$ cat config.mk
export PLATFORM = sky130hd
export DESIGN_NAME = execute
export DESIGN_NICKNAME = d
export VERILOG_FILES = /design/src/design/cpuPkg.sv /design/src/design/execute.sv
export SDC_FILE = /design/constraint.sdc
export NUM_CORES = 1
export LEC_CHECK = 0
export BUFFER_PORTS_ARGS = -buffer_cell sky130_fd_sc_hd__buf_2
export CAP_MARGIN = 40
export CORE_UTILIZATION = 56
export DETAILED_ROUTE_END_ITERATION = 16
export PLACE_DENSITY = 0.95
export SYNTH_ARGS = -nofsm -noshare
export SYNTH_HDL_FRONTEND = slang
export SYNTH_SLANG_ARGS = --single-unit
$ cat constraint.sdc
create_clock -name vclk -period 13.1
set_input_delay 3.93 -clock vclk [all_inputs]
set_output_delay 3.93 -clock vclk [all_outputs]
set_load 0.03 [all_outputs]
$ cat src/design/cpuPkg.sv
package cpuPkg;

  // Opcode 0 is ADD, so an all-zero word is ADD r0,r0,r0 and acts as NOP
  typedef enum logic [3:0] {
    opAdd = 4'h0,
    opSub = 4'h1,
    opAnd = 4'h2,
    opXor = 4'h3,
    opLlb = 4'h4,
    opLw  = 4'h5,
    opSw  = 4'h6,
    opB   = 4'h7,
    opJal = 4'h8,
    opJr  = 4'h9,
    opHlt = 4'hF
  } opcodeE;

  // Branch conditions, tested against the flag register
  typedef enum logic [2:0] {
    condNe = 3'd0,
    condEq = 3'd1,
    condGt = 3'd2,
    condLt = 3'd3,
    condGe = 3'd4,
    condLe = 3'd5,
    condOv = 3'd6,
    condUn = 3'd7
  } condE;

  // Register format; rt holds the offset for LW and SW
  typedef struct packed {
    opcodeE     opcode;
    logic [3:0] rd;
    logic [3:0] rs;
    logic [3:0] rt;
  } rFormS;

  // Immediate format for LLB and JAL
  typedef struct packed {
    opcodeE     opcode;
    logic [3:0] rd;
    logic [7:0] imm8;
  } iFormS;

  // Branch format
  typedef struct packed {
    opcodeE     opcode;
    condE       cond;
    logic [8:0] offset9;
  } bFormS;

  typedef union packed {
    rFormS r;
    iFormS i;
    bFormS b;
  } instrU;

  typedef struct packed {
    logic z;
    logic v;
    logic n;
  } flagsS;

  typedef struct packed {
    logic       regWe;
    logic       memRe;
    logic       memWe;
    logic       memToReg;
    logic       branch;
    logic       jal;
    logic       jr;
    logic       hlt;
    logic       setZ;
    logic       setVN;
    opcodeE     aluOp;
    condE       cond;
    logic [3:0] rd;
  } ctrlS;

  typedef struct packed {
    ctrlS        ctrl;
    logic [15:0] pcNext;
    logic [3:0]  rsAddr;
    logic [3:0]  rtAddr;
    logic [15:0] opA;
    logic [15:0] opB;
    logic [15:0] imm;
  } idExS;

  typedef struct packed {
    ctrlS        ctrl;
    logic [15:0] pcNext;
    logic [15:0] result;
    logic [15:0] storeData;
    logic [15:0] target;
    flagsS       flags;
  } exMemS;

  typedef struct packed {
    logic        regWe;
    logic [3:0]  rd;
    logic        hlt;
    logic        memToReg;
    logic [15:0] result;
    logic [15:0] memData;
  } memWbS;

endpackage

$ cat src/design/execute.sv
`timescale 1ns/100ps

module execute (
  input  cpuPkg::idExS  idEx,
  input  logic [15:0]   opA,
  input  logic [15:0]   opB,
  output logic [15:0]   result,
  output logic [15:0]   target,
  output cpuPkg::flagsS flags
);

  logic [15:0] sum;
  logic [15:0] diff;
  logic [15:0] addr;
  logic        addOv;
  logic        subOv;

  assign sum  = opA + opB;
  assign diff = opA - opB;
  // Base plus signed offset for LW and SW
  assign addr = opA + idEx.imm;

  // Signed overflow from the operand and result signs
  assign addOv = (opA[15] == opB[15]) && (sum[15] != opA[15]);
  assign subOv = (opA[15] != opB[15]) && (diff[15] != opA[15]);

  always_comb begin
    case (idEx.ctrl.aluOp)
      cpuPkg::opAdd:              result = sum;
      cpuPkg::opSub:              result = diff;
      cpuPkg::opAnd:              result = opA & opB;
      cpuPkg::opXor:              result = opA ^ opB;
      cpuPkg::opLlb:              result = idEx.imm;
      cpuPkg::opLw, cpuPkg::opSw: result = addr;
      // Link value for r15
      cpuPkg::opJal:              result = idEx.pcNext;
      default:                    result = 16'h0000;
    endcase
  end

  always_comb begin
    flags.z = (result == 16'h0000);
    flags.n = result[15];
    case (idEx.ctrl.aluOp)
      cpuPkg::opAdd: flags.v = addOv;
      cpuPkg::opSub: flags.v = subOv;
      default:       flags.v = 1'b0;
    endcase
  end

  // PC-relative for B and JAL, register for JR
  assign target = idEx.ctrl.jr ? opA : idEx.pcNext + idEx.imm;

endmodule

After elaboration in Yosys (flattened, before gate mapping)
Index checks and enable logic that the tools add are counted.
{"block": "classes", "addsub": 4, "multipliers": 0, "n_div": 0, "order_cmp": 0, "n_eq_ne": 11, "shifts": 0, "mux": 3, "bitwise": 2, "n_reduce_logical": 5}
{"cell": "16-bit one-hot mux with 7 select lines", "n": 1}
{"cell": "16-bit adder", "n": 3}
{"cell": "16-bit bitwise AND", "n": 1}
{"cell": "16-bit logical NOT", "n": 1}
{"cell": "16-bit two-way mux", "n": 1}
{"cell": "16-bit subtractor", "n": 1}
{"cell": "16-bit bitwise XOR", "n": 1}
{"cell": "4-bit by 3-bit == test with 1-bit output, second input constant", "n": 3}
{"cell": "4-bit by 2-bit == test with 1-bit output, second input constant", "n": 2}
{"cell": "4-bit by 1-bit == test with 1-bit output, second input constant", "n": 1}
{"cell": "4-bit == test, second input constant", "n": 1}
{"cell": "4-bit logical NOT", "n": 1}
{"cell": "1-bit inequality test", "n": 3}
{"cell": "1-bit logical AND", "n": 2}
{"cell": "1-bit one-hot mux with 2 select lines", "n": 1}
{"cell": "2-bit OR reduction", "n": 1}
{"cell": "1-bit == test", "n": 1}
{"block": "word_totals", "reg_bits": 0, "latch_bits": 0, "ram_bits": 0, "mem_bits_ro": 0, "inputBits": 125, "output_inout_bits": 35, "memories": 0}

Logic depth before layout (Yosys ltp)
Gate-level depths: netlist of the first run.
{"block": "depth", "word_depth": 4, "ltp_mapped": 12, "depth_no_buf": 12}

Worst setup path after synthesis of the first run
OpenSTA, ideal clock, no wires.
{"block": "synth_timing", "path_kind": "in2out", "from": "input opB[7]", "to": "output flags[2] (netlist name)", "arrival_time_ns": 6.935, "path_slack_ns": 2.235, "path_stages": 12, "path_cell_list": "inv_1 ha_1 buf_4 nor4_1 o2111a_1 nor4_1 o21ai_0 nand3_1 o21ai_0 o311ai_0 or3_1 nor4_2"}
{"item": "from (decl)", "line": "execute.sv:6", "text": "input logic [15:0] opB,"}
{"item": "to (decl)", "line": "execute.sv:9", "text": "output cpuPkg::flagsS flags"}

==> impl_metrics.py, run 1 <==
metrics = {
    "cells_and_area": {
        "layout_common_cells": "104 x buf_2, 62 x ha_1, 49 x a21oi_1",
        "diodes": 0,
        "final_nets": 845,
        "flops_and_latches": 0,
        "clock_buffers": 0,
        "regArea_um2": 0,
        "area_growth_pct": 13.9,
        "drive_above_1_share_pct": 20.7,
        "fin_area_mm2": 0.00453,
        "layout_commonest_cell": "buf_2",
    },
    "clock_tree": {
        "post-cts-setup-buffers": 0,
        "postCtsHoldBufs": 0,
        "cts.repair.resized": 0,
    },
    "routing": {
        "drt-pass1-iter-count": 12,
        "drt_iter0_drc": 462,
        "vias": 5000,
        "drtAntennaViolNets": 0,
        "wl_per_cell_um": 18.1,
        "vias_per_cell": 6.68,
        "routed_wl_um": 13500,
        "drc": 0,
    },
    "die": {
        "fp-row-count": 30,
        "dieArea_mm2": 0.00745,
        "die_h_um": 86.3,
        "core_area_mm2": 0.00683,
        "start_util_pct": 58.3,
        "die_w_um": 86.3,
        "pin_count": 160,
    },
    "yosys": {
        "syn_area_mm2": 0.00398,
        "synthDistinctLibCells": 75,
        "synth.area.top_cells": "ha_1 19%, a21oi_1 6.2%, o21ai_0 5.2%",
        "avgSynthCellArea_um2": 7.02,
        "synthesis.instances": 567,
        "yosysWarnings": 0,
        "synth_nets": 758,
        "yosysTopAreaCell": "ha_1",
        "netlist.area_leader.share_pct": 19.5,
        "ys_seq_area_share_pct": 0,
    },
    "global_routing": {
        "overflow": 0,
        "grt_pass1_vias": 4487,
        "antenna_found_initial": 0,
        "grt_pass1_wl_um": 21400,
        "grt_max_degree": 30,
        "track_usage_pct": 35.5,
    },
    "power": {
        "powerDensity_mw_per_mm2": 53.3,
        "p_leak_nw": 2.16,
        "finalPower_mw": 0.242,
        "peakVddDrop_mv": 0.0288,
    },
    "job": {
        "drv_cap": 0,
    },
    "place": {
        "dpl.hpwl_um": 11100,
        "globalplace.congestion": 0.974,
        "port-buffer-count": 104,
        "placed_area_mm2": 0.00453,
    },
    "timing": {
        "rsz0062_at_grt": "false",
        "maxSlewHeadroom_pct": 53.9,
        "timing.hold.ws_ps": 8300,
        "worst_pin_slew_ps": 689,
        "min_period_ps": 11000,
        "maxSlewViolCount": 0,
        "hold_viol_final": 0,
        "fin_crit_sh_pct": 84.0,
        "setup_viol": 0,
        "tns_ps": 0,
        "max_freq_ghz": 0.0909,
    },
    "setup_path": {
        "crit_family": "simple AND/OR/NAND/NOR gates",
        "worstSetupPathType": "in2out",
        "path_depth": 14,
        "crit_path_max_incr_delay_ps": 440,
        "crit_path_start_kind": "input pin",
        "worstPathCellList": "buf_2, ha_1, inv_1, fa_1, nor2b_1, o31ai_1, a21oi_1, mux2i_1, a211oi_1, o211ai_1, nor4_2, nand4bb_1, nor4_2, buf_2",
        "crit_start": "opA[0]",
        "crit_path_end_kind": "primary output",
        "cp_num_buf_inv": 3,
        "critPathSlowestCell": "nor4_2",
        "cp-endpoint": "flags[2]",
        "required_ps": 9170,
        "crit_path_max_fanout": 4,
        "arrival_ps": 7070,
    },
    "min_path": {
        "hold_path_class": "in2out",
    },
    "status": {
        "status": "finished, final reports clean",
    },
}
[tightest hold or removal path: stages]
cell,delay [ps]
buf_2,140
nand2_1,50
o21ai_0,70
buf_2,180
[per-layer routing]
metal,vias to the layer above,GRT usage [%],share of wire (%)
met2,362,59.7,45
li1,2337,-,-
met5,-,0,0
met1,2252,47.0,41
met4,0,9.24,2.7
met3,49,5.90,12
[kinds of logic after synthesis]
group / Yosys count / synth area share (%)
fa+ha+maj: 66 / 21.5
xor+xnor: 27 / 5.94
buf+inv: 64 / 7.10
compound gates: 225 / 40.8
mux: 8 / 2.39
simple gates: 177 / 22.3
[synth_stat cells (7+ instances only)]
cell type	n
o31ai_1	11
nand2b_1	11
nor2b_1	13
a21oi_1	49
o211ai_1	8
a21o_1	15
clkbuf_1	9
a31oi_1	7
o21ai_0	41
inv_1	37
xnor2_1	11
buf_2	7
a22oi_1	7
nand2_1	43
ha_1	62
nor3_1	16
buf_4	7
nor2_1	43
xor2_1	16
nand3_1	11
o21a_1	7
[area by class of cell]
type | count | area [um^2]
Timing Repair Buffer | 109 | 558
Tap cell | 96 | 120
Inverter | 40 | 150
Fill cell | 656 | 2300
Multi-Input combinational cell | 503 | 3710
[worst min-delay path by stage]
stage | cells past startpoint | to | slack [ps] | from
3_5_place_dp | 4 | target[14] | 8290 | opA[14]
4_1_cts | 4 | target[14] | 8290 | opA[14]
2_1_floorplan | 1 | target[0] | 8090 | opA[0]
6_report | 4 | target[14] | 8300 | opA[14]
5_1_grt | 4 | target[12] | 8310 | opA[12]
3_3_place_gp | 4 | target[14] | 8280 | opA[14]
[power breakdown]
part,internal [mW],switching (mW)
clock,0,0
combinational,0.0880,0.154
sequential,0,0
[through the flow]
step           setup slack (ps)  utilization (%)  cells
2_1_floorplan              2240                -    567
3_3_place_gp               2240             66.4    748
3_5_place_dp               2210             66.4    748
4_1_cts                    2190             66.4    748
5_1_grt                    1990             66.4    748
6_report                   2100             66.4    748
Power figures use the tool's default switching activity.
==> run 2: changes to the inputs <==
--- a/config.mk
+++ b/config.mk
@@ -5,11 +5,12 @@
 export SDC_FILE = /design/constraint.sdc
 export NUM_CORES = 1
 export LEC_CHECK = 0
+export ABC_AREA = 1
 export BUFFER_PORTS_ARGS = -buffer_cell sky130_fd_sc_hd__buf_2
 export CAP_MARGIN = 40
-export CORE_UTILIZATION = 56
+export CORE_UTILIZATION = 54
 export DETAILED_ROUTE_END_ITERATION = 16
-export PLACE_DENSITY = 0.95
+export PLACE_DENSITY = 0.9
 export SYNTH_ARGS = -nofsm -noshare
 export SYNTH_HDL_FRONTEND = slang
 export SYNTH_SLANG_ARGS = --single-unit
==> constraint.sdc (replaced) <==
create_clock -name vclk -period 10.57
set_input_delay 3.171 -clock vclk [all_inputs]
set_output_delay 3.171 -clock vclk [all_outputs]
set_load 0.03 [all_outputs]
==> impl_metrics.py, run 2 <==
metrics = {
    "status": {
        "status": "finished, final reports clean",
    },
    "setup_path": {
        "crit_path_max_fanout": 3,
        "required_ps": 7400,
        "worstPathCellList": "buf_2, inv_1, ha_1, fa_1, inv_1, nand3_1, nand3_1, nand2_1, nand2_1, nand2_1, nand3_1, nand3_1, nor2_1, nand3_1, nor2_1, nand3_1, nor2_1, buf_2",
        "worst_path_most_repeated_cell": "nand3_1",
        "worstSetupPathType": "in2out",
        "crit_path_end_kind": "primary output",
        "crit_path_start_kind": "input pin",
        "crit_path_max_incr_delay_ps": 410,
        "arrival_ps": 5560,
        "cp_num_buf_inv": 4,
        "crit_family": "simple AND/OR/NAND/NOR gates",
        "critPathSlowestCell": "fa_1",
    },
    "place": {
        "place_inst": 1119,
        "port-buffer-count": 104,
        "placed_area_mm2": 0.00518,
        "globalplace.congestion": 0.976,
        "dpl.hpwl_um": 12500,
    },
    "min_path": {
        "hold_path_class": "in2out",
        "hp-start": "opA[5]",
        "hold_depth": 4,
        "hold_path_end": "target[5]",
    },
    "power": {
        "peakVddDrop_mv": 0.0307,
        "powerDensity_mw_per_mm2": 57.6,
        "p_leak_nw": 3.27,
    },
    "yosys": {
        "yosysMostFrequentCell": "nand2_1",
        "yosysTopAreaCell": "nand2_1",
        "synthesis.instances": 931,
        "ys_seq_area_share_pct": 0,
        "synthDistinctLibCells": 39,
        "synth_nets": 1122,
        "syn_area_mm2": 0.00469,
        "synth.area.top_cells": "nand2_1 25%, ha_1 17%, inv_1 14%",
        "netlist.area_leader.share_pct": 25.4,
        "ys_top_cells_by_count": "317 x nand2_1, 173 x inv_1, 100 x nand3_1",
        "yosysWarnings": 0,
        "avgSynthCellArea_um2": 5.03,
    },
    "cells_and_area": {
        "layout_common_cells": "317 x nand2_1, 173 x inv_1, 104 x buf_2",
        "drive_above_1_share_pct": 12.7,
        "area_growth_pct": 10.5,
        "fin_area_mm2": 0.00518,
        "diodes": 0,
        "layout_commonest_cell": "nand2_1",
        "instances_no_fill": 1119,
        "clock_buffers": 0,
        "regArea_um2": 0,
        "final_nets": 1207,
        "flops_and_latches": 0,
        "final_util_pct": 62.4,
    },
    "global_routing": {
        "grt_pass1_vias": 5483,
        "grt_pass1_wl_um": 24300,
        "grt_max_degree": 18,
        "antenna_found_initial": 0,
        "overflow": 0,
        "track_usage_pct": 33.3,
    },
    "routing": {
        "routed_wl_um": 14700,
        "drt_iter0_drc": 491,
        "vias_per_cell": 5.50,
        "drc": 0,
        "drt-pass1-iter-count": 6,
        "vias": 6156,
        "drtAntennaViolNets": 0,
        "wl_per_cell_um": 13.1,
    },
    "timing": {
        "maxSlewViolCount": 0,
        "hold_viol_final": 0,
        "worst_pin_slew_ps": 659,
        "tns_ps": 0,
        "min_period_ps": 8730,
        "fin_crit_sh_pct": 82.6,
        "setup_viol": 0,
        "maxSlewHeadroom_pct": 56.1,
        "max_freq_ghz": 0.115,
        "rsz0062_at_grt": "false",
        "timing.hold.ws_ps": 6760,
    },
    "die": {
        "die_w_um": 95.2,
        "pin_count": 160,
        "dieArea_mm2": 0.00906,
        "fp-row-count": 33,
        "core_area_mm2": 0.00830,
        "start_util_pct": 56.5,
        "die_h_um": 95.2,
    },
    "clock_tree": {
        "postCtsHoldBufs": 0,
        "cts.repair.resized": 0,
        "post-cts-setup-buffers": 0,
    },
    "job": {
        "drv_cap": 0,
    },
}
## run 2: cell count changes after synthesis, moves of 16 or more
| cell | before | now |
|---|---|---|
| nand2_1 | 43 | 317 |
| inv_1 | 37 | 173 |
| nand3_1 | 11 | 100 |
| nor2_1 | 43 | 78 |
| nand4_1 | 3 | 19 |
## run 2: cell families (layout without fill, tap and decap cells)
logic type / count (synthesis) / count (layout) / synth area share [%]
xor+xnor: 7 / 7 / 1.31
simple gates: 545 / 545 / 49.1
buf+inv: 197 / 280 / 17.5
compound gates: 116 / 116 / 13.8
fa+ha+maj: 66 / 66 / 18.3
## run 2: where the power goes
group	internal (mW)	switching [mW]	leakage [nW]
logic	0.0975	0.201	3.27
registers	0	0	0
clock network	0	0	0
## run 2: final cells by class
| class | count | area [um^2] |
|---|---|---|
| multi-input combinational | 734 | 3870 |
| fill | 830 | 3120 |
| inverter | 176 | 661 |
| timing repair buffer | 104 | 520 |
| tap | 105 | 131 |
## run 2: per-stage QoR
stage	power [mW]	worst slack, ps
after CTS	0.293	1850
after floorplan	0.218	2070
after global routing	0.333	1650
final	0.298	1840
after global placement	0.287	1870
after detailed placement	0.291	1870
## run 2: how the worst max path moves through the flow
stage                           to  cells after the start  slack, ps    from
after floorplan           flags[2]                     14       2070  opA[0]
after global placement    flags[2]                     18       1870  opA[0]
after detailed placement  flags[2]                     18       1870  opA[0]
after CTS                 flags[2]                     18       1850  opA[0]
after global routing      flags[2]                     18       1650  opA[0]
final                     flags[2]                     18       1840  opA[0]
## run 2: layer usage
| layer | up-vias | routed length (um) | share of wire (%) | track usage, % |
|---|---|---|---|---|
| li1 | 3125 | - | - | - |
| met1 | 2700 | 6270 | 43 | 45.0 |
| met2 | 292 | 6630 | 45 | 56.3 |
| met3 | 39 | 1310 | 8.9 | 2.63 |
| met4 | 0 | 458 | 3.1 | 9.34 |
| met5 | - | 0 | 0 | 0 |
